<file path="src/rtl/mem_types_pkg.sv">
package mem_types_pkg;

    localparam int ADDR_W      = 32;
    localparam int MEM_WORDS   = 256;
    localparam int REQ_CREDITS = 2;
    localparam int NUM_PORTS   = 2;

    // Derived widths
    localparam int WORD_AW  = $clog2(MEM_WORDS);
    localparam int CREDIT_W = $clog2(REQ_CREDITS + 1);
    localparam int QPTR_W   = $clog2(REQ_CREDITS);

    localparam logic PORT_DATA  = 1'b0;
    localparam logic PORT_FETCH = 1'b1;

    typedef logic [CREDIT_W-1:0] credit_t;

    // Load/store width and signedness
    typedef enum logic [2:0] {
        ACC_B  = 3'd0,
        ACC_BU = 3'd1,
        ACC_H  = 3'd2,
        ACC_HU = 3'd3,
        ACC_W  = 3'd4
    } access_t;

    typedef enum logic [1:0] {
        WB_LOAD = 2'd0,
        WB_PC4  = 2'd1,
        WB_IMMU = 2'd2,
        WB_ALU  = 2'd3
    } wsel_t;

    typedef enum logic {
        MS_IDLE      = 1'b0,
        MS_WAIT_LOAD = 1'b1
    } ms_state_t;

    typedef struct packed {
        logic              dren;
        logic              dwen;
        access_t           acc;
        wsel_t             wsel;
        logic [4:0]        rd;
        logic              reg_write;
        logic [ADDR_W-1:0] alu_out;
        logic [31:0]       rs2_data;
        logic [31:0]       pc4;
        logic [31:0]       imm_u;
    } ex_mem_t;

    typedef struct packed {
        logic               ren;
        logic               wen;
        logic [3:0]         byte_en;
        logic [WORD_AW-1:0] word_addr;
        logic [31:0]        wdata;
        logic               port;
    } bus_req_t;

    typedef struct packed {
        logic        valid;
        logic        port;
        logic [31:0] rdata;
    } bus_rsp_t;

    typedef struct packed {
        logic        valid;
        logic [4:0]  rd;
        logic        reg_write;
        logic [31:0] wdata;
        logic        mal_load;
        logic        mal_store;
    } wb_t;

endpackage
</file>
<file path="src/rtl/bus_arbiter.sv">
`timescale 1ns/1ps

module bus_arbiter (
    input  logic                                CLK,
    input  logic                                nRST,
    input  logic [mem_types_pkg::NUM_PORTS-1:0] req_valid,
    input  mem_types_pkg::bus_req_t             req [mem_types_pkg::NUM_PORTS],
    output logic [mem_types_pkg::NUM_PORTS-1:0] credit_ret,
    output logic                                mem_valid,
    output mem_types_pkg::bus_req_t             mem_req,
    input  logic [31:0]                         mem_rdata,
    output mem_types_pkg::bus_rsp_t             rsp
);

    import mem_types_pkg::*;

    bus_req_t             slot   [NUM_PORTS][REQ_CREDITS];
    logic [QPTR_W-1:0]    wr_ptr [NUM_PORTS];
    logic [QPTR_W-1:0]    rd_ptr [NUM_PORTS];
    credit_t              count  [NUM_PORTS];
    logic [NUM_PORTS-1:0] not_empty;
    logic                 rr_next;
    logic                 grant;
    logic                 rsp_pending;
    logic                 rsp_port;

    always_comb begin
        for (int p = 0; p < NUM_PORTS; p++) begin
            not_empty[p] = (count[p] != '0);
        end
    end

    // Alternate only when both queues hold work
    always_comb begin
        if (&not_empty) begin
            grant = rr_next;
        end else begin
            grant = not_empty[PORT_FETCH] ? PORT_FETCH : PORT_DATA;
        end
    end

    assign mem_valid = |not_empty;
    assign mem_req   = slot[grant][rd_ptr[grant]];

    // Credit goes back as the slot drains
    always_comb begin
        for (int p = 0; p < NUM_PORTS; p++) begin
            credit_ret[p] = mem_valid && (int'(grant) == p);
        end
    end

    always_ff @(posedge CLK, negedge nRST) begin
        if (!nRST) begin
            for (int p = 0; p < NUM_PORTS; p++) begin
                wr_ptr[p] <= '0;
                rd_ptr[p] <= '0;
                count[p]  <= '0;
            end
            rr_next     <= PORT_DATA;
            rsp_pending <= 1'b0;
            rsp_port    <= PORT_DATA;
        end else begin
            for (int p = 0; p < NUM_PORTS; p++) begin
                if (req_valid[p]) begin
                    wr_ptr[p] <= wr_ptr[p] + 1'b1;
                end
                if (credit_ret[p]) begin
                    rd_ptr[p] <= rd_ptr[p] + 1'b1;
                end
                case ({req_valid[p], credit_ret[p]})
                    2'b10:   count[p] <= count[p] + 1'b1;
                    2'b01:   count[p] <= count[p] - 1'b1;
                    default: count[p] <= count[p];
                endcase
            end
            if (mem_valid) begin
                rr_next <= !grant;
            end
            // Tag for next cycle's read data
            rsp_pending <= mem_valid && mem_req.ren;
            rsp_port    <= grant;
        end
    end

    always_ff @(posedge CLK) begin
        for (int p = 0; p < NUM_PORTS; p++) begin
            if (req_valid[p]) begin
                slot[p][wr_ptr[p]] <= req[p];
            end
        end
    end

    assign rsp.valid = rsp_pending;
    assign rsp.port  = rsp_port;
    assign rsp.rdata = mem_rdata;

endmodule

</file>
<file path="config.mk">
export PLATFORM = sky130hd
export DESIGN_NAME = bus_arbiter
export DESIGN_NICKNAME = d
export VERILOG_FILES = /design/src/rtl/mem_types_pkg.sv /design/src/rtl/bus_arbiter.sv
export SDC_FILE = /design/constraint.sdc
export NUM_CORES = 1
export LEC_CHECK = 0
export ABC_CLOCK_PERIOD_IN_PS = 3750
export BUFFER_PORTS_ARGS = -buffer_cell sky130_fd_sc_hd__buf_2
export CAP_MARGIN = 0
export CELL_PAD_IN_SITES_DETAIL_PLACEMENT = 0
export CELL_PAD_IN_SITES_GLOBAL_PLACEMENT = 1
export CORE_ASPECT_RATIO = 0.75
export CORE_MARGIN = 1
export CORE_UTILIZATION = 43
export DETAILED_ROUTE_END_ITERATION = 8
export PLACE_DENSITY = 0.82
export SETUP_SLACK_MARGIN = 0.3
export SLEW_MARGIN = 20
export SYNTH_ARGS = -nofsm -noshare
export SYNTH_HDL_FRONTEND = slang
export SYNTH_SLANG_ARGS = --single-unit
</file>
<file path="constraint.sdc">
create_clock -name CLK -period 3.75 [get_ports CLK]
set_clock_uncertainty 0.1 [all_clocks]
set_input_delay 0.5625 -clock CLK [delete_from_list [all_inputs] [get_ports CLK]]
set_output_delay 0.5625 -clock CLK [all_outputs]
set_load 0.01 [all_outputs]
</file>
==> results.txt <==
Run status: completed
Final nets: 684
Worst slack, placed: 1040 ps
Post-synth ARST share: 5.53%
Initial DRC count: 206
GRT Util Overall: 16.5%
Max clock buf depth: 2
R2R Path Start: rd_ptr[0]
# DRC: 0
Clock-pin slew on the worst setup and hold paths: 70 ps
Global-route wire length before repair: 23,100 microns
Min-Delay Endpoint: slot[0][87]
Area leader, netlist: edfxtp_1
Flop pwr share: 42.0%
Post-synth EDFFs: 188
GR Overflow Total: 0
Sequential fraction of the synthesis area: 74.6%
Core ar.: 17,900 sq um
CP Max Fanout: 23
Pwr/cell area: 824 nW/um^2
Final Hold Vio Count: 0
Reg2Reg Setup Slack: 1790 ps
Die area: 19,000 sq um
Die X: 159 microns
Setup Fix Bufs, Post-CTS: 0
Critical path type: flop to primary output
Lkg Pwr: 3.74 nW
Worst rel slew slack: 52.4%
CTS HTree Levels: 4
Critical path endpoint category: primary output
Mapped Area: 7940 sq um
Dpl cells: 774
Syn-to-layout area delta: 17.7%
Die Span Y: 120 microns
Hold Crit Start: req[87]
Comb pwr share: 34.1%
Total wire length: 15,300 microns
Synth top area cells: edfxtp_1 (71%), mux2i_1 (18%), buf_4 (3.6%)
Max Cap Violations: 0
Mapped Cells: 427
Share of cells above drive strength 1: 34.5%
Tcrit/Tclk final: 83.4%
Pre-antenna DRT Iters: 5
Number of global-route vias before repair: 4,078
Internal: 0.00520 W
PortBufs: 149
Final GP Congestion: 0.760
Sw Ratio: 32.5%
Root Driver: clkbuf_16
Drt via density: 4.90
Fmax: 320 MHz
Post-Route Utilization: 52.3%
Post-DRT Antenna Nets: 0
Final non-filler cell total: 808
Crit-path cells: nor2_1 -> o22ai_4 -> inv_2 -> buf_4 -> mux2i_1 -> buf_2
Clock sink count: 199
Max stage delay on crit path: 530 ps
Final setup violation count: 0
HP Class: input pin to flop
DR vias: 3,963
R2R depth: 4
WP data required: 3090 ps
Multi-input logic area: 1640 sq um
Synth cell types: 20
Worst skew pair latency: 430 ps
Count leader, synth: edfxtp_1
Share of the synthesized area in the top cell type: 71.1%
Number of synthesized register bits: 199
Post-layout minimum cycle time: 3130 ps
Num rows: 42
Net switching power: 0.00250 W
Register Area: 5920 sq um
Setup ws final: 622 ps
Worst-Margin Slew: 714 ps
Post-synth top flop: edfxtp_1
Startpoint types: flop
Initial core utilization: 44.4%
Filler Cells Inserted: 1,465
Power share of the clock group: 23.9%
R2r endpoint: rsp_pending
Initial antenna violation count: 1
RSZ-0062 raised after global routing: no
Slew Limit Fails: 0
Num CTS Buffers: 17
Post-synth net total: 559
Worst Path Arrival: 2470 ps
VDD IR max: 0.000444 V
Yosys warns: 0
Mean routed wirelength per cell: 18.9 microns
Ports: 214
Hold path depth: 1
Synth cell count leaders: edfxtp_1 (188), mux2i_1 (141), buf_4 (38)
Syn avg cell area: 18.6 sq um
Final setup TNS: 0 ps
Crit path max-delay cell type: inv_2
HPWL Detailed: 10,300 microns
CTS tree: built
Largest net degree at the start of global routing: 48
==> flip-flops by register name (all words and copies together), names as in the netlist <==
name         flops
wr_ptr           2
rr_next          1
slot           188
rsp_pending      1
count            4
rd_ptr           2
rsp_port         1
==> timing repair <==
| item | in CTS | in global routing |
|---|---|---|
| endpoints found under the hold margin | 11 | 0 |
| gates resized for setup | 0 | 0 |
| hold buffers | 1 | 0 |
==> how the worst max path moves through the flow <==
| stage | cells past startpoint | to | from | slack [ps] |
|---|---|---|---|---|
| floorplan | 2 | slot[0][47] | req_valid[0] | 600 |
| finish | 6 | mem_req[32] | count[2] | 620 |
| detailed placement | 6 | mem_req[30] | count[2] | 1040 |
| global placement | 6 | mem_req[21] | count[2] | 1150 |
| CTS | 6 | mem_req[30] | count[2] | 550 |
| global route | 6 | mem_req[21] | count[2] | 480 |
==> layout make-up <==
class / count / area share, %
Inverter: 6 / 0.241
Clock inverter: 13 / 1.79
Timing Repair Buffer: 158 / 9.13
Antenna cell: 1 / 0.0268
Multi-Input combinational cell: 170 / 17.6
Sequential cell: 199 / 63.4
Tap cell: 242 / 3.24
Clock buffer: 19 / 4.63
==> metrics by stage <==
| stage | cell area (sq um) | total power [W] | hold slack [ps] |
|---|---|---|---|
| 2_1_floorplan | 7940 | 0.00508 | 167 |
| 3_3_place_gp | 8730 | 0.00588 | 344 |
| 3_5_place_dp | 8730 | 0.00596 | 351 |
| 4_1_cts | 9340 | 0.00782 | 202 |
| 5_1_grt | 9340 | 0.00809 | 197 |
| 6_report | 9350 | 0.00770 | 220 |
==> critical path, delay by kind of cell, from the launching register on <==
family          cells  cell delay (ps)
flops               1              440
mux                 1              210
simple gates        1              250
compound gates      1              130
buf+inv             3             1000
==> layer usage <==
metal  global-route usage, %  up-vias  share of wire, %
met4                    4.87        2               1.5
li1                        -     1843                 -
met3                    5.95       32               7.5
met1                    21.7     1922                45
met5                       0        -             0.085
met2                    25.7      164                46
==> power groups by stage <==
| stage | Combinational [W] | Sequential, W | Clock, W |
|---|---|---|---|
| 4_1_cts | 0.00269 | 0.00325 | 0.00188 |
| 5_1_grt | 0.00283 | 0.00328 | 0.00197 |
| 3_5_place_dp | 0.00267 | 0.00329 | 0 |
| 3_3_place_gp | 0.00262 | 0.00327 | 0 |
| 2_1_floorplan | 0.00194 | 0.00313 | 0 |
| 6_report | 0.00262 | 0.00324 | 0.00184 |
==> cell usage in the layout (no fill, tap or decap), drive strengths merged, types with 2 or more instances in the layout <==
cell,count
nor2,8
edfxtp,188
dfrtp,11
buf,157
inv,10
ha,2
clkinvlp,3
clkbuf,19
mux2i,141
xor2,4
xnor2,6
bufinv,3
clkinv,3
o21ai,3
and2,2
==> cells by family after synthesis <==
| logic type | count (synthesis) | synth area share (%) |
|---|---|---|
| flops | 199 | 74.6 |
| mux | 142 | 17.9 |
| buf+inv | 58 | 4.98 |
| simple gates | 12 | 0.662 |
| xor+xnor | 10 | 1.10 |
| compound gates | 4 | 0.441 |
| fa+ha+maj | 2 | 0.315 |
No activity file was read; power rests on OpenSTA's default activity.
