`src/rtl/mem_types_pkg.sv`:
```
package mem_types_pkg;

    localparam int ADDR_W      = 32;
    localparam int MEM_WORDS   = 256;
    localparam int REQ_CREDITS = 2;
    localparam int NUM_PORTS   = 2;

    // Derived widths
    localparam int WORD_AW  = $clog2(MEM_WORDS);
    localparam int CREDIT_W = $clog2(REQ_CREDITS + 1);
    localparam int QPTR_W   = $clog2(REQ_CREDITS);

    localparam logic PORT_DATA  = 1'b0;
    localparam logic PORT_FETCH = 1'b1;

    typedef logic [CREDIT_W-1:0] credit_t;

    // Load/store width and signedness
    typedef enum logic [2:0] {
        ACC_B  = 3'd0,
        ACC_BU = 3'd1,
        ACC_H  = 3'd2,
        ACC_HU = 3'd3,
        ACC_W  = 3'd4
    } access_t;

    typedef enum logic [1:0] {
        WB_LOAD = 2'd0,
        WB_PC4  = 2'd1,
        WB_IMMU = 2'd2,
        WB_ALU  = 2'd3
    } wsel_t;

    typedef enum logic {
        MS_IDLE      = 1'b0,
        MS_WAIT_LOAD = 1'b1
    } ms_state_t;

    typedef struct packed {
        logic              dren;
        logic              dwen;
        access_t           acc;
        wsel_t             wsel;
        logic [4:0]        rd;
        logic              reg_write;
        logic [ADDR_W-1:0] alu_out;
        logic [31:0]       rs2_data;
        logic [31:0]       pc4;
        logic [31:0]       imm_u;
    } ex_mem_t;

    typedef struct packed {
        logic               ren;
        logic               wen;
        logic [3:0]         byte_en;
        logic [WORD_AW-1:0] word_addr;
        logic [31:0]        wdata;
        logic               port;
    } bus_req_t;

    typedef struct packed {
        logic        valid;
        logic        port;
        logic [31:0] rdata;
    } bus_rsp_t;

    typedef struct packed {
        logic        valid;
        logic [4:0]  rd;
        logic        reg_write;
        logic [31:0] wdata;
        logic        mal_load;
        logic        mal_store;
    } wb_t;

endpackage
```
`src/rtl/mem_stage.sv`:
```
`timescale 1ns/1ps

module mem_stage (
    input  logic                    CLK,
    input  logic                    nRST,
    input  logic                    ex_valid,
    input  mem_types_pkg::ex_mem_t  ex_mem,
    output logic                    stall,
    output logic                    req_valid,
    output mem_types_pkg::bus_req_t req,
    input  logic                    credit_ret,
    input  mem_types_pkg::bus_rsp_t rsp,
    output mem_types_pkg::wb_t      wb
);

    import mem_types_pkg::*;

    ms_state_t   state;
    ms_state_t   state_next;
    credit_t     credits;
    logic [1:0]  byte_off;
    logic [3:0]  byte_en;
    logic [31:0] store_data;
    logic [31:0] load_data;
    logic [31:0] wb_value;
    logic        mal_addr;
    logic        mem_op;
    logic        has_credit;
    logic        load_done;

    assign byte_off   = ex_mem.alu_out[1:0];
    assign mem_op     = ex_mem.dren || ex_mem.dwen;
    assign has_credit = (credits != '0);
    assign load_done  = rsp.valid && (rsp.port == PORT_DATA);

    // Lane enables from width and offset
    always_comb begin
        case (ex_mem.acc)
            ACC_B, ACC_BU: byte_en = 4'b0001 << byte_off;
            ACC_H, ACC_HU: byte_en = byte_off[1] ? 4'b1100 : 4'b0011;
            ACC_W:         byte_en = 4'b1111;
            default:       byte_en = 4'b0000;
        endcase
    end

    // Halfwords need even addresses, words need word addresses
    always_comb begin
        case (ex_mem.acc)
            ACC_H, ACC_HU: mal_addr = byte_off[0];
            ACC_W:         mal_addr = (byte_off != 2'b00);
            default:       mal_addr = 1'b0;
        endcase
    end

    // Store data repeated on every lane
    always_comb begin
        case (ex_mem.acc)
            ACC_B, ACC_BU: store_data = {4{ex_mem.rs2_data[7:0]}};
            ACC_H, ACC_HU: store_data = {2{ex_mem.rs2_data[15:0]}};
            default:       store_data = ex_mem.rs2_data;
        endcase
    end

    assign req_valid = ex_valid && (state == MS_IDLE) && mem_op && !mal_addr && has_credit;

    assign req.ren       = ex_mem.dren;
    assign req.wen       = ex_mem.dwen;
    assign req.byte_en   = byte_en;
    assign req.word_addr = ex_mem.alu_out[WORD_AW+1:2];
    assign req.wdata     = store_data;
    assign req.port      = PORT_DATA;

    // Loads hold until their response, stores only until a credit
    always_comb begin
        stall = 1'b0;
        if (ex_valid && mem_op && !mal_addr) begin
            if (state == MS_WAIT_LOAD) begin
                stall = !load_done;
            end else begin
                stall = ex_mem.dren || !has_credit;
            end
        end
    end

    always_comb begin
        state_next = state;
        case (state)
            MS_IDLE: begin
                if (req_valid && ex_mem.dren) begin
                    state_next = MS_WAIT_LOAD;
                end
            end
            MS_WAIT_LOAD: begin
                if (load_done) begin
                    state_next = MS_IDLE;
                end
            end
            default: state_next = MS_IDLE;
        endcase
    end

    always_ff @(posedge CLK, negedge nRST) begin
        if (!nRST) begin
            state   <= MS_IDLE;
            credits <= credit_t'(REQ_CREDITS);
        end else begin
            state <= state_next;
            case ({req_valid, credit_ret})
                2'b10:   credits <= credits - 1'b1;
                2'b01:   credits <= credits + 1'b1;
                default: credits <= credits;
            endcase
        end
    end

    load_extender u_load_ext (
        .rdata    (rsp.rdata),
        .acc      (ex_mem.acc),
        .byte_off (byte_off),
        .ext_out  (load_data)
    );

    always_comb begin
        case (ex_mem.wsel)
            WB_LOAD: wb_value = load_data;
            WB_PC4:  wb_value = ex_mem.pc4;
            WB_IMMU: wb_value = ex_mem.imm_u;
            default: wb_value = ex_mem.alu_out;
        endcase
    end

    // Completion is the accepting edge
    assign wb.valid     = ex_valid && !stall;
    assign wb.rd        = ex_mem.rd;
    assign wb.reg_write = ex_mem.reg_write;
    assign wb.wdata     = wb_value;
    assign wb.mal_load  = ex_mem.dren && mal_addr;
    assign wb.mal_store = ex_mem.dwen && mal_addr;

endmodule

```
`src/rtl/load_extender.sv`:
```
`timescale 1ns/1ps

module load_extender (
    input  logic [31:0]            rdata,
    input  mem_types_pkg::access_t acc,
    input  logic [1:0]             byte_off,
    output logic [31:0]            ext_out
);

    import mem_types_pkg::*;

    logic [7:0]  sel_byte;
    logic [15:0] sel_half;

    // Little-endian lane pick
    always_comb begin
        sel_byte = rdata[{byte_off, 3'b000} +: 8];
        sel_half = byte_off[1] ? rdata[31:16] : rdata[15:0];
    end

    always_comb begin
        case (acc)
            ACC_B:   ext_out = {{24{sel_byte[7]}}, sel_byte};
            ACC_BU:  ext_out = {24'h000000, sel_byte};
            ACC_H:   ext_out = {{16{sel_half[15]}}, sel_half};
            ACC_HU:  ext_out = {16'h0000, sel_half};
            default: ext_out = rdata;
        endcase
    end

endmodule

```
`config.mk`:
```
export PLATFORM = sky130hd
export DESIGN_NAME = mem_stage
export DESIGN_NICKNAME = d
export VERILOG_FILES = /design/src/rtl/mem_types_pkg.sv /design/src/rtl/mem_stage.sv /design/src/rtl/load_extender.sv
export SDC_FILE = /design/constraint.sdc
export NUM_CORES = 1
export LEC_CHECK = 0
export BUFFER_PORTS_ARGS = -buffer_cell sky130_fd_sc_hd__buf_2
export CAP_MARGIN = 0
export CORE_AREA = 2 2 106 108
export CTS_CLUSTER_SIZE = 16
export DETAILED_ROUTE_END_ITERATION = 8
export DIE_AREA = 0 0 108 110
export PLACE_DENSITY = 0.57
export SLEW_MARGIN = 20
export SYNTH_ARGS = -nofsm -noshare
export SYNTH_HDL_FRONTEND = slang
export SYNTH_HIERARCHICAL = 1
export SYNTH_SLANG_ARGS = --single-unit
```
`constraint.sdc`:
```
create_clock -name CLK -period 2.5 [get_ports CLK]
set_input_delay 0.125 -clock CLK [delete_from_list [all_inputs] [get_ports CLK]]
set_output_delay 0.125 -clock CLK [all_outputs]
set_load 0.05 [all_outputs]
```
==> results.md <==
* Status: finished clean
* Ports at 269
* Overall die height at around 110 um
* GRT Residual Overflow at 0
* Antenna Violating Nets Remaining at 0
* H-tree levels at 1
* GRT Total Usage at around 17%
* Reg2Reg Depth at 6
* Via count at around 3000
* Yosys top cell area share at a little under a third
* EDFF count, synth at 0
* Postcts setup bufs at 0
* Crit start category: input port
* Syn_nets at between 400 and 500
* # fillers at between 1000 and 1500
* Sequential area share after synthesis at between 3 and 4%
* Tightest Hold Check Type: input port to register
* Tmin final at approximately 2200 ps
* RSZ-0062 raised after global routing: false
* Synth area leaders: mux4_2, mux2_2, buf_4, a221o_1, nand2_1
* Static Leak at 1.85 nW
* Core ar. at 0.0107 mm^2
* Pre-CTS WS at 256 ps
* Initial DRC count at 136
* Vias in the first global route at 2928
* Placed Cells incl. Taps at between 600 and 700
* Register bit count reported by yosys at 3
* Synth unique cells at a little over 40
* Placer congestion estimate at 0.873
* TritonCTS buffer count at 3
* Largest net degree at the start of global routing at 33
* First-pass GRT wire length at 15600 um
* Worst EP required at roughly 2400 ps
* # setup viols final at 0
* Hold Path Depth at 3
* Crit-path slowest cell: mux4_2
* CTS tree: done
* Max incr delay on CP at between 400 and 500 ps
* Clock latency on the worst-skew pair at around 210 ps
* Mean area per synthesized cell at around 9.5 um^2
* Max-cap violation count at 0
* Critical path arrival at about 2100 ps
* Clock Path Buffers at 2
* Initial antenna violation count at 1
* Crit-path cells: buf_2 -> mux2_4 -> mux2i_4 -> o21ai_1 -> mux4_2 -> buf_2
* Row cnt at 38
* DRC violations left at 0
* Most frequent CP cell: buf_2
* Non-filler instance count after layout at slightly above 600
* Post-synthesis cell count at between 200 and 250
* Clk pin slew, worst setup/hold paths at 30 ps
* Clock root buffer: clkbuf_8
* Rel. slew slack at around 48%
* Crit path kind: input port to primary output
* Dpl hpwl at between 9000 and 10000 um
* DIE WIDTH at around 110 um
* Initial core utilization at between 20% and 30%
* Worst Setup End Kind: primary output
* Ys async rst share at 100%
* ANT cells at 0
* Crit Path Max Fanout at 20
* Post-synth top flop: dfrtp_1
* Cell area after layout at 0.00363 mm^2
* Layout net count at 648
* Synth warnings at 6
* Post-DP Area at between 0.003 and 0.004 mm^2
* DR vias/cell at around 5.0
* Mapped Area at approximately 0.0023 mm^2
* Wire per inst at 17.6 um
* Total negative slack at 0 ps
* Final Hold Violating Endpoints at 0
* Number of I/O port buffers at approximately 260
* Worst-Margin Slew at 775 ps
* Pwr/cell area at 384 mW/mm^2
* Share of cells above drive strength 1 at 70.9%
* Layout area overhead at 55.8%
* Tcrit/Tclk final at between 80% and 90%
* WL final at 10700 um
* CTS resizes at 0
* Final Skew at 0.791 ps
* Final WS setup at 256 ps
* Max VDD drop at between 0.00015 and 0.0002 V
* Fin. max-slew vios at 0
* Clk sinks at 3
* FMAX at ~0.45 GHz
* Area leader, netlist: mux4_2
* Die Area at roughly 0.012 mm^2
* Pre-antenna DRT Iters at 4
==> path summary, 6_finish.rpt <==
path | slack, ps | startpoint | end
worst max-delay path | 260 | ex_mem[97] | wb[28]
worst min-delay path | 160 | rsp[32] | state
worst max register to register | 870 | credits[1] | credits[1]
worst min register to register | 510 | credits[0] | credits[0]
max in group asynchronous | 2040 | nRST | credits[1]
min in group asynchronous | 260 | nRST | state
==> flip-flops by register name (all words and copies together) (netlist names) <==
register / flops
credits: 2
state: 1
==> cells by family after synthesis <==
family	after synthesis	synth area share [%]
and+or+nand+nor	54	13.1
other	1	0.161
muxes	67	48.7
xor gates and xnor gates	3	1.13
AOI/OAI and AO/OA	62	19.6
buffers and inverters	53	13.6
adders and majority gates	1	0.537
DFF	3	3.28
==> area by class of cell <==
cell class	instances	area [um^2]	share of cell area, %
clock buffers	4	45.0	1.24
inverters	6	22.5	0.621
multi-input cells	188	1940	53.3
flip-flops and latches	3	76.3	2.10
well taps	140	175	4.83
repair buffers	266	1370	37.9
==> metal layers <==
metal | GRT usage [%] | share of wire (%)
met5 | 0 | 0
met4 | 2.01 | 0.71
met3 | 2.94 | 10
met2 | 31.5 | 51
met1 | 20.3 | 38
==> per-stage QoR <==
step,utilization (%),hold WS (ps),power (mW)
2_1_floorplan,-,-171,0.966
3_3_place_gp,33.4,-74.7,1.25
3_5_place_dp,33.4,-72.5,1.26
4_1_cts,33.9,164,1.40
5_1_grt,33.9,188,1.47
6_report,33.9,165,1.39
==> timing repair <==
item,4_1_cts,5_1_grt
hold endpoints to repair,3,0
hold buffers,1,0
endpoints found under the setup margin,0,0
==> cell usage in the layout (no fill, tap or decap), drive strengths merged, types with 2 or more instances in the layout <==
cell type  synthesis  final
a22o               8      8
o21ai             27     27
nor2               7      7
mux4              33     33
and4b              7      7
a21oi              2      2
clkbuf             9      4
buf               38    265
dfrtp              2      2
nor3               3      3
or2                2      2
xor2               2      2
o31ai              2      2
a221o             16     16
nand2             26     26
mux2i             10     10
mux2              24     24
a21o               3      3
inv                6      6
nor3b              4      4
nor2b              3      3
==> Yosys cell counts, drive strengths merged (4+ instances only) <==
library cell  number
inv                6
a22o               8
mux2              24
o21ai             27
buf               38
mux4              33
nor3b              4
a221o             16
clkbuf             9
mux2i             10
and4b              7
nor2               7
nand2             26
==> worst max-delay path: cells and delay by family <==
| kind | cells | cell delay [ps] |
|---|---|---|
| muxes | 3 | 1270 |
| buffers and inverters | 2 | 570 |
| AOI/OAI and AO/OA | 1 | 140 |
==> report_power, final <==
part / switching (mW) / leakage [nW] / total, mW / internal, mW
Sequential: 0.0238 / 0.0350 / 0.103 / 0.0790
Combinational: 0.739 / 1.80 / 1.15 / 0.412
Clock: 0.0306 / 0.0228 / 0.139 / 0.109
Total: 0.794 / 1.85 / 1.39 / 0.599
Note: power is estimated with default switching activity, not from simulation.
