$ cat src/rtl/mem_types_pkg.sv
package mem_types_pkg;

    localparam int ADDR_W      = 32;
    localparam int MEM_WORDS   = 256;
    localparam int REQ_CREDITS = 2;
    localparam int NUM_PORTS   = 2;

    // Derived widths
    localparam int WORD_AW  = $clog2(MEM_WORDS);
    localparam int CREDIT_W = $clog2(REQ_CREDITS + 1);
    localparam int QPTR_W   = $clog2(REQ_CREDITS);

    localparam logic PORT_DATA  = 1'b0;
    localparam logic PORT_FETCH = 1'b1;

    typedef logic [CREDIT_W-1:0] credit_t;

    // Load/store width and signedness
    typedef enum logic [2:0] {
        ACC_B  = 3'd0,
        ACC_BU = 3'd1,
        ACC_H  = 3'd2,
        ACC_HU = 3'd3,
        ACC_W  = 3'd4
    } access_t;

    typedef enum logic [1:0] {
        WB_LOAD = 2'd0,
        WB_PC4  = 2'd1,
        WB_IMMU = 2'd2,
        WB_ALU  = 2'd3
    } wsel_t;

    typedef enum logic {
        MS_IDLE      = 1'b0,
        MS_WAIT_LOAD = 1'b1
    } ms_state_t;

    typedef struct packed {
        logic              dren;
        logic              dwen;
        access_t           acc;
        wsel_t             wsel;
        logic [4:0]        rd;
        logic              reg_write;
        logic [ADDR_W-1:0] alu_out;
        logic [31:0]       rs2_data;
        logic [31:0]       pc4;
        logic [31:0]       imm_u;
    } ex_mem_t;

    typedef struct packed {
        logic               ren;
        logic               wen;
        logic [3:0]         byte_en;
        logic [WORD_AW-1:0] word_addr;
        logic [31:0]        wdata;
        logic               port;
    } bus_req_t;

    typedef struct packed {
        logic        valid;
        logic        port;
        logic [31:0] rdata;
    } bus_rsp_t;

    typedef struct packed {
        logic        valid;
        logic [4:0]  rd;
        logic        reg_write;
        logic [31:0] wdata;
        logic        mal_load;
        logic        mal_store;
    } wb_t;

endpackage
$ cat src/rtl/instr_fetch.sv
`timescale 1ns/1ps

module instr_fetch (
    input  logic                             CLK,
    input  logic                             nRST,
    input  logic                             fetch_en,
    input  logic [mem_types_pkg::ADDR_W-1:0] fetch_base,
    output logic                             req_valid,
    output mem_types_pkg::bus_req_t          req,
    input  logic                             credit_ret,
    input  mem_types_pkg::bus_rsp_t          rsp,
    output logic                             fetch_out_valid,
    output logic [mem_types_pkg::ADDR_W-1:0] fetch_out_addr,
    output logic [31:0]                      fetch_out_word
);

    import mem_types_pkg::*;

    logic [ADDR_W-1:0] fetch_pc;
    logic [ADDR_W-1:0] issue_pc;
    logic [ADDR_W-1:0] addr_q [2];
    logic              fetch_en_q;
    logic              en_rise;
    logic              wr_ptr;
    logic              rd_ptr;
    logic              rsp_hit;
    credit_t           credits;

    // Restart from the base on each enable
    assign en_rise  = fetch_en && !fetch_en_q;
    assign issue_pc = en_rise ? fetch_base : fetch_pc;
    assign rsp_hit  = rsp.valid && (rsp.port == PORT_FETCH);

    assign req_valid     = fetch_en && (credits != '0);
    assign req.ren       = 1'b1;
    assign req.wen       = 1'b0;
    assign req.byte_en   = 4'b1111;
    assign req.word_addr = issue_pc[WORD_AW+1:2];
    assign req.wdata     = '0;
    assign req.port      = PORT_FETCH;

    always_ff @(posedge CLK, negedge nRST) begin
        if (!nRST) begin
            fetch_en_q <= 1'b0;
            fetch_pc   <= '0;
            credits    <= credit_t'(REQ_CREDITS);
            wr_ptr     <= 1'b0;
            rd_ptr     <= 1'b0;
        end else begin
            fetch_en_q <= fetch_en;
            if (req_valid) begin
                fetch_pc <= issue_pc + ADDR_W'(4);
            end else if (en_rise) begin
                fetch_pc <= fetch_base;
            end
            case ({req_valid, credit_ret})
                2'b10:   credits <= credits - 1'b1;
                2'b01:   credits <= credits + 1'b1;
                default: credits <= credits;
            endcase
            if (req_valid) begin
                wr_ptr <= !wr_ptr;
            end
            if (rsp_hit) begin
                rd_ptr <= !rd_ptr;
            end
        end
    end

    // Addresses of reads still in flight
    always_ff @(posedge CLK) begin
        if (req_valid) begin
            addr_q[wr_ptr] <= issue_pc;
        end
    end

    assign fetch_out_valid = rsp_hit;
    assign fetch_out_addr  = addr_q[rd_ptr];
    assign fetch_out_word  = rsp.rdata;

endmodule

$ cat config.mk
export PLATFORM = sky130hd
export DESIGN_NAME = instr_fetch
export DESIGN_NICKNAME = d
export VERILOG_FILES = /design/src/rtl/mem_types_pkg.sv /design/src/rtl/instr_fetch.sv
export SDC_FILE = /design/constraint.sdc
export NUM_CORES = 1
export LEC_CHECK = 0
export ABC_AREA = 0
export ABC_CLOCK_PERIOD_IN_PS = 2910
export BUFFER_PORTS_ARGS = -buffer_cell sky130_fd_sc_hd__buf_2
export CAP_MARGIN = 20
export CORE_ASPECT_RATIO = 1.1
export CORE_MARGIN = 3
export CORE_UTILIZATION = 45
export DETAILED_ROUTE_END_ITERATION = 10
export GPL_ROUTABILITY_DRIVEN = 0
export GPL_TIMING_DRIVEN = 0
export PLACE_DENSITY = 0.76
export SYNTH_ARGS = -nofsm -noshare
export SYNTH_HDL_FRONTEND = slang
export SYNTH_SLANG_ARGS = --single-unit
$ cat constraint.sdc
create_clock -name CLK -period 2.91 [get_ports CLK]
set_input_delay 0.1455 -clock CLK [delete_from_list [all_inputs] [get_ports CLK]]
set_output_delay 0.1455 -clock CLK [all_outputs]
set_load 0.05 [all_outputs]
==> out/summary.md, run 1 <==
STA classifies the critical path startpoint as a register. Derived from the worst setup path, the maximum achievable clock frequency is 0.363 GHz. For the number of placement rows, the log shows 40. The footprint of the flip-flops and latches came out at 2850 um^2. Global routing consumed, over all layers together, 18.3% of the routing resources. The Yosys step of the flow raised 0 warnings.

The run gives 47.0% as the initial cell density of the core. The remaining number of nets flagged by the antenna check after routing is 0. The initial antenna violation count came out at 2. The worst hold margin is 55.4 ps. The die extent in x is 109 um, and the number of iterations in the first detailed-routing pass is 5.

The tools report the area taken by multi-input logic gates as 1880 um^2. Ranked by instance count, the synthesized netlist is headed by 85 x sky130_fd_sc_hd__nand2_1, 79 x sky130_fd_sc_hd__buf_4, 64 x sky130_fd_sc_hd__edfxtp_1, 36 x sky130_fd_sc_hd__dfrtp_1, 34 x sky130_fd_sc_hd__mux2_2. Counting flops with an async set or reset pin after synthesis yields a share of 36.6%. After synthesis, the cell types taking the most area are sky130_fd_sc_hd__edfxtp_1 37%, sky130_fd_sc_hd__dfrtp_1 17%, sky130_fd_sc_hd__buf_4 11%.

The number of enable flip-flop cells after synthesis came out at 64. The arrival time of data at the critical path endpoint came out at 2980 ps. The top cell type's share of synthesized area works out to 36.8%.

The run gives 902 as the final-layout fill cell count. The total negative slack for setup checks was 0 ps. Global routing finished with a remaining overflow of 0. The worst setup path is captured at a register. The floorplan step set the die height to 119 um. The most repeated cell in the gate-level netlist after synthesis was sky130_fd_sc_hd__nand2_1.

The tool flagged a number of max-cap violations equal to 0. The tightest min-delay check is of the in -> reg type. The analysis attributes to cell leakage a power of 3.10 nW. The clock sink count was 101; the mean area per synthesized cell was 11.9 um^2.

The fraction of layout instances using a drive strength above 1 works out to 45.8%. After detailed routing, the average wire length per cell comes to 15.1 um. The detail-routed via count per cell works out to 4.67. Dividing total power by cell area gives a power density of 885 nW/um^2. Input and output buffers added on the ports amount to 111. No sink is reached through more buffers than the 2 on the longest clock path.

At the worst endpoint, the required time is 3140 ps. For the final database, setup skew stands at 6.22 ps. The logs give 0 for the count of final max-slew check failures and 40.6% for the relative slew slack. Portion of the post-synthesis area used by sequential elements: 54.6%.

The wire length of the first global-routing pass came out at 18400 um. The run finished with clean final reports. The via count of the first global-routing pass was 3711.

Counting the buffers created by CTS gives 9. Along the worst path, the maximum fanout reaches 19. The final critical path takes up 94.7% of the cycle. The routed via count is 3596. The clock reaches the later pin of the worst-skew pair after 350 ps. The logs give 440 for the synthesized instance count and 3 for the CTS H-tree depth.

At the end of the flow, the number of nets in the layout was 689. The die covers 12900 um^2. In this run the cell area of the synthesized design comes to 5220 um^2.

The final count of hold timing violations came out at 0. For the maximum resistive drop on vdd, the log shows 0.000416 V. Summed over all layers, the routed wires come to 11700 um. The post-route core utilization was 60.1%. The final setup violation count came out at 0. The transition time at the pin with the least slew margin works out to 891 ps.

In this run, synthesis produced a sequential element count of 101. Core box area: 11100 um^2. Category of the critical setup timing path: reg -> reg. For this run, the leading register cell type out of synthesis is sky130_fd_sc_hd__edfxtp_1. 183 I/O pins were placed. TritonCTS built the clock tree. Summed over all instances, the cell type with the most area after synthesis is sky130_fd_sc_hd__edfxtp_1. The cell chosen for the clock root is sky130_fd_sc_hd__clkbuf_16.

The run gives 38 as the largest net degree at the start of global routing. The logs give 8410 um for the HPWL reported at the end of detailed placement and 176 for the starting DRC count in detailed routing. Setup repair after global routing left no endpoint under its margin. After clock tree synthesis, the clock-pin slew on the worst setup and hold paths is 70 ps. After layout, the minimum clock period comes to 2760 ps. For this run, design rule violations remaining after detail routing come to 0.

From synthesis to final layout, the design area changed by 28.0%. After synthesis, the netlist uses 43 different library cells.
placed cells by master (no fill, tap or decap), types with 3 or more instances in the layout:
cell type | synthesis | final
sky130_fd_sc_hd__dfrtp_1 | 36 | 36
sky130_fd_sc_hd__xnor2_1 | 19 | 18
sky130_fd_sc_hd__buf_4 | 79 | 96
sky130_fd_sc_hd__clkbuf_1 | 8 | 7
sky130_fd_sc_hd__inv_1 | 12 | 12
sky130_fd_sc_hd__nor2_1 | 13 | 12
sky130_fd_sc_hd__buf_2 | 1 | 111
sky130_fd_sc_hd__conb_1 | 2 | 39
sky130_fd_sc_hd__mux2i_1 | 16 | 16
sky130_fd_sc_hd__xor2_1 | 12 | 12
sky130_fd_sc_hd__edfxtp_1 | 64 | 64
sky130_fd_sc_hd__clkbuf_16 | 0 | 9
sky130_fd_sc_hd__mux2_2 | 34 | 34
sky130_fd_sc_hd__and3_1 | 9 | 9
sky130_fd_sc_hd__a31oi_1 | 3 | 3
sky130_fd_sc_hd__mux2i_2 | 3 | 3
sky130_fd_sc_hd__nand2_1 | 85 | 83
sky130_fd_sc_hd__nand3_1 | 8 | 8
critical path, stage by stage, from the launching register on:
cell	delay (ps)
sky130_fd_sc_hd__dfrtp_1	410
sky130_fd_sc_hd__nand2b_4	150
sky130_fd_sc_hd__buf_6	160
sky130_fd_sc_hd__buf_12	180
sky130_fd_sc_hd__nand2_1	100
sky130_fd_sc_hd__nand2_2	130
sky130_fd_sc_hd__ha_4	170
sky130_fd_sc_hd__nand3_1	80
sky130_fd_sc_hd__nor3b_1	190
sky130_fd_sc_hd__o211ai_1	210
sky130_fd_sc_hd__buf_4	210
sky130_fd_sc_hd__nor4_4	370
sky130_fd_sc_hd__nand2_1	110
sky130_fd_sc_hd__xnor2_1	140
layer usage:
layer	track usage (%)	vias to the layer above	share of wire, %
met2	31.6	127	52
met1	21.5	1715	38
met5	0	-	0.060
met3	5.64	14	7.4
met4	6.24	2	1.6
li1	-	1738	-
metrics by stage:
step	std cells	cell area, um^2	worst slack (ps)	total power [mW]
after floorplan	477	5360	91.5	4.09
after global placement	735	6100	-726	4.57
after detailed placement	736	6130	-794	4.65
after CTS	755	6530	10.5	5.92
after global routing	770	6680	4.70	6.18
final	770	6680	155	5.91
cell families (layout without fill, tap and decap cells):
family / after synthesis / in the layout / share of synthesized area [%]
flip-flops: 101 / 101 / 54.6
AND/OR/NAND/NOR: 134 / 134 / 12.2
multiplexers: 54 / 54 / 11.6
XOR/XNOR: 31 / 31 / 5.20
buffers and inverters: 103 / 248 / 13.5
adder cells (fa/ha/maj): 2 / 2 / 0.479
other: 2 / 40 / 0.144
AO/OA/AOI/OAI: 13 / 13 / 2.23
power by group:
part / switching, mW / total, mW / internal, mW
sequential: 0.117 / 2.07 / 1.96
clock: 0.502 / 1.25 / 0.745
combinational: 1.83 / 2.59 / 0.762
total: 2.45 / 5.91 / 3.46
layout make-up:
cell class,instances,area share (%)
sequential,101,42.7
multi-input combinational,273,28.1
timing repair buffer,131,10.9
buffer,89,10.2
clock buffer,10,3.43
tap,147,2.75
clock inverter,6,1.16
inverter,12,0.674
antenna,1,0.0375
sequential cells by signal, summed over array words and instances (netlist names):
register / cells
addr_q: 64
credits: 2
fetch_en_q: 1
fetch_pc: 32
rd_ptr: 1
wr_ptr: 1
final timing paths:
| check | startpoint | endpoint | slack [ps] | cells after the start |
|---|---|---|---|---|
| worst max-delay path | fetch_en_q$_DFF_PN0_ | fetch_pc[24]$_DFF_PN0_ | 150 | 13 |
| worst min register to register | fetch_pc[0]$_DFF_PN0_ | fetch_pc[0]$_DFF_PN0_ | 520 | 2 |
| min in group asynchronous | nRST | fetch_pc[0]$_DFF_PN0_ | 460 | 2 |
| worst min-delay path | fetch_base[0] | fetch_pc[0]$_DFF_PN0_ | 60 | 3 |
| max in group asynchronous | nRST | fetch_pc[24]$_DFF_PN0_ | 1890 | 2 |
| worst max register to register | fetch_en_q$_DFF_PN0_ | fetch_pc[24]$_DFF_PN0_ | 150 | 13 |
timing repair:
| item | CTS | global route |
|---|---|---|
| buffers inserted | 2 | 15 |
| setup endpoints to repair | 12 | 7 |
| pin swaps | 4 | 3 |
| hold buffers | 2 | 0 |
| resized for setup | 12 | 10 |
| hold endpoints to repair | 37 | 0 |
No activity file was read; power rests on OpenSTA's default activity.
==> run 2: changes to the inputs <==
--- a/config.mk
+++ b/config.mk
@@ -7,7 +7,7 @@
 export LEC_CHECK = 0
 export ABC_AREA = 0
 export ABC_CLOCK_PERIOD_IN_PS = 2910
-export BUFFER_PORTS_ARGS = -buffer_cell sky130_fd_sc_hd__buf_2
+export BUFFER_PORTS_ARGS = -buffer_cell sky130_fd_sc_hd__clkbuf_2
 export CAP_MARGIN = 20
 export CORE_ASPECT_RATIO = 1.1
 export CORE_MARGIN = 3
==> run 2 against run 1 <==
Against the previous run: final cell count decreased by 1.3%; non-clock buffer count decreased by 9; worst setup slack got worse by 6.6 ps; design area decreased by 1.9%; combinational power about the same; via count decreased by 0.78%; fmax decreased by 0.24%; critical endpoint is now fetch_pc[16]$_DFF_PN0_; global-route usage decreased by 0.12 points; sequential power about the same; critical path depth increased by 1.
==> out/summary.md, run 2 (synthesis gave the netlist of run 1 again) <==
The run finished with clean final reports. The logs give 0 (-2) for the initial antenna violation count and 236 (+34%) for the starting DRC count in detailed routing. The tools report the number of iterations in the first detailed-routing pass as 4 (-1). The detail-routed via count per cell works out to 4.69 (+0.53%).

The final non-filler cell total was 760 (-1.3%). The number of top-level design ports is 183 (unchanged), and the share of total power in sequential cells is 36.3% (+1.2 points). The run gives 11100 um^2 (unchanged) as the core box area. The max-cap violation count was 0 (unchanged).

Total non-filler cell area in the finished layout: 6560 um^2 (-1.9%). Relative to the synthesized area, the layout overhead comes to 25.6%. In the final layout, the registers with the most flip-flops are addr_q x64, fetch_pc x32, credits x2. TritonCTS built the clock tree.

The tools report the area enclosed by the die boundary as 12900 um^2 (unchanged). The DRC violation count after routing is 0 (unchanged). The highest attainable clock frequency was 0.362 GHz (-0.24%); the clock tree buffer depth was 2 (unchanged). Arrival time of data at the critical path endpoint: 3030 ps (+50 ps). The combined global-route utilization of all metal layers is 18.2% (-0.12 points), and the post-placement cell area is 6130 um^2 (unchanged).

For the routed wire length, the log shows 11500 um (-1.3%). The total placed cells including tap cells came out at 736 (unchanged). Areal power density over the cells: 871 nW/um^2 (-1.5%).

The logs give 2.43 mW (-0.57%) for the total net switching power and 3180 ps (+40 ps) for the required time at the endpoint of the critical path. Number of buffers created by CTS: 9 (unchanged). The kind of capture point of the worst setup path was a register. The clock sink count is 101 (unchanged), and the highest fanout seen on the critical path is 10 (-9). The library cell used most frequently in the layout, excluding fill and tap cells, is sky130_fd_sc_hd__clkbuf_2.

The final setup violation count was 0 (unchanged); the average detailed-routed wire length per instance was 15.1 um (about the same). The worst setup skew after layout was 5.36 ps (-0.851 ps). The height of the die works out to 119 um (unchanged).

The top cell types in the final layout, fill and taps aside, are 111 x sky130_fd_sc_hd__clkbuf_2, 86 x sky130_fd_sc_hd__buf_4, 83 x sky130_fd_sc_hd__nand2_1. The HPWL reported at the end of detailed placement was 8430 um (+0.26%); the clock power share was 18.5% (-2.6 points). For the wire length of the first global-routing pass, the log shows 18300 um (-0.67%). The flip-flop count of the largest register after layout was 64 (unchanged); the number of placement rows was 40 (unchanged).

The most flop-heavy register was addr_q. The leakage power figure was 3.04 nW (-1.8%); the total overflow reported by the global router was 0 (unchanged). For the internal power consumption, the log shows 3.28 mW (-5.3%). Final count of hold timing violations: 0 (unchanged).

The run gives 3677 (-0.92%) as the via count of the first global-routing pass. The tools report the largest net degree at the start of global routing as 38 (unchanged). The transition time at the pin with the least slew margin is 969 ps (+77.8 ps), and the post-route total power is 5.71 mW (-3.3%). The fraction of layout instances using a drive strength above 1 was 44.7% (-1.1 points).

The category of the critical setup timing path was reg -> reg. The die extent in x was 109 um (unchanged). The type of the most critical hold path was in -> reg. The CTS H-tree depth is 3 (unchanged). The tools report the initial cell density of the core as 47.0% (unchanged). The cell sitting at the root of the clock tree is a sky130_fd_sc_hd__clkbuf_16. The count of final max-slew check failures is 0 (unchanged).

Time the worst path needs with I/O delays and setup: 2760 ps (+6.60 ps). The worst setup path is launched from a register. The number of port buffers was 111 (unchanged); the routed via count was 3568 (-0.78%).

The clock transition at the register clock pins on the worst setup and hold paths after CTS is 60 ps (about the same), and the relative slew slack is 35.4% (-5.2 points). The clock latency of the later-clocked register in the worst-skew pair was 340 ps (about the same); the post-route fraction of the period consumed by the critical path was 94.9% (+0.23 points). Maximum resistive drop on vdd: 0.000519 V (+25%). Antenna diode instance count: 0 (-1).

The run gives 680 (-1.3%) as the final net count. The logs give 0 (unchanged) for the remaining number of nets flagged by the antenna check after routing and 45.2% (+1.4 points) for the proportion of power drawn by combinational gates. The switching part of the total is 42.6% (+1.2 points).
-- run 2: metal layers --
layer / global-route usage, % / wire length (um)
met5: 0 / 0
met4: 6.87 / 208
met3: 5.20 / 1010
met2: 30.3 / 5970
met1: 22.3 / 4310
-- run 2: repair_timing --
item / 4_1_cts / 5_1_grt
setup buffers: 3 / 4
resized for setup: 12 / 8
hold endpoints to repair: 37 / 0
hold buffers: 2 / 0
gates cloned: 0 / 0
pin swaps: 4 / 2
endpoints found under the setup margin: 14 / 8
-- run 2: path summary, 6_finish.rpt --
path                                  startpoint  slack (ps)  cells past startpoint                endpoint
max reg2reg                 fetch_en_q$_DFF_PN0_         150                     14  fetch_pc[16]$_DFF_PN0_
min reg2reg                fetch_pc[0]$_DFF_PN0_         510                      2   fetch_pc[0]$_DFF_PN0_
min in group asynchronous                   nRST         480                      2   fetch_pc[0]$_DFF_PN0_
max                         fetch_en_q$_DFF_PN0_         150                     14  fetch_pc[16]$_DFF_PN0_
min                                fetch_base[1]          60                      3   fetch_pc[1]$_DFF_PN0_
max in group asynchronous                   nRST        1820                      2  fetch_pc[25]$_DFF_PN0_
-- run 2: power groups by stage --
stage,logic (mW),clock network [mW],registers (mW)
6_report,2.58,1.06,2.07
5_1_grt,2.74,1.13,2.11
4_1_cts,2.58,1.08,2.08
3_5_place_dp,2.56,0,2.10
3_3_place_gp,2.48,0,2.09
2_1_floorplan,2.02,0,2.07
-- run 2: cell type report --
| cell class | instances | area [um^2] |
|---|---|---|
| plain buffers | 90 | 682 |
| clock buffers | 14 | 244 |
| clock inverters | 2 | 10.0 |
| fillers | 949 | 4560 |
| inverters | 12 | 45.0 |
| multi-input cells | 273 | 1890 |
| flip-flops and latches | 101 | 2850 |
| well taps | 147 | 184 |
| repair buffers | 121 | 656 |
-- run 2: through the flow --
stage	setup TNS, ps	util (%)	setup slack (ps)	hold slack (ps)
2_1_floorplan	0	-	91.5	-150
3_3_place_gp	-16480	54.9	-726	330
3_5_place_dp	-5950	55.2	-818	344
4_1_cts	0	58.4	17.9	44.7
5_1_grt	-175	59.0	-49.0	72.9
6_report	0	59.0	148	57.9
-- run 2: worst max-delay path: stages, from the launching register on --
cell and delay (ps):
sky130_fd_sc_hd__dfrtp_1 420, sky130_fd_sc_hd__nor2b_4 170, sky130_fd_sc_hd__buf_8 170, sky130_fd_sc_hd__buf_8 170
sky130_fd_sc_hd__clkbuf_8 190, sky130_fd_sc_hd__nand2_1 90, sky130_fd_sc_hd__nand2_2 130, sky130_fd_sc_hd__ha_4 170
sky130_fd_sc_hd__nand3_1 100, sky130_fd_sc_hd__nor3b_2 200, sky130_fd_sc_hd__o211ai_1 130, sky130_fd_sc_hd__buf_4 200
sky130_fd_sc_hd__nor4_4 240, sky130_fd_sc_hd__buf_4 150, sky130_fd_sc_hd__xor2_1 140
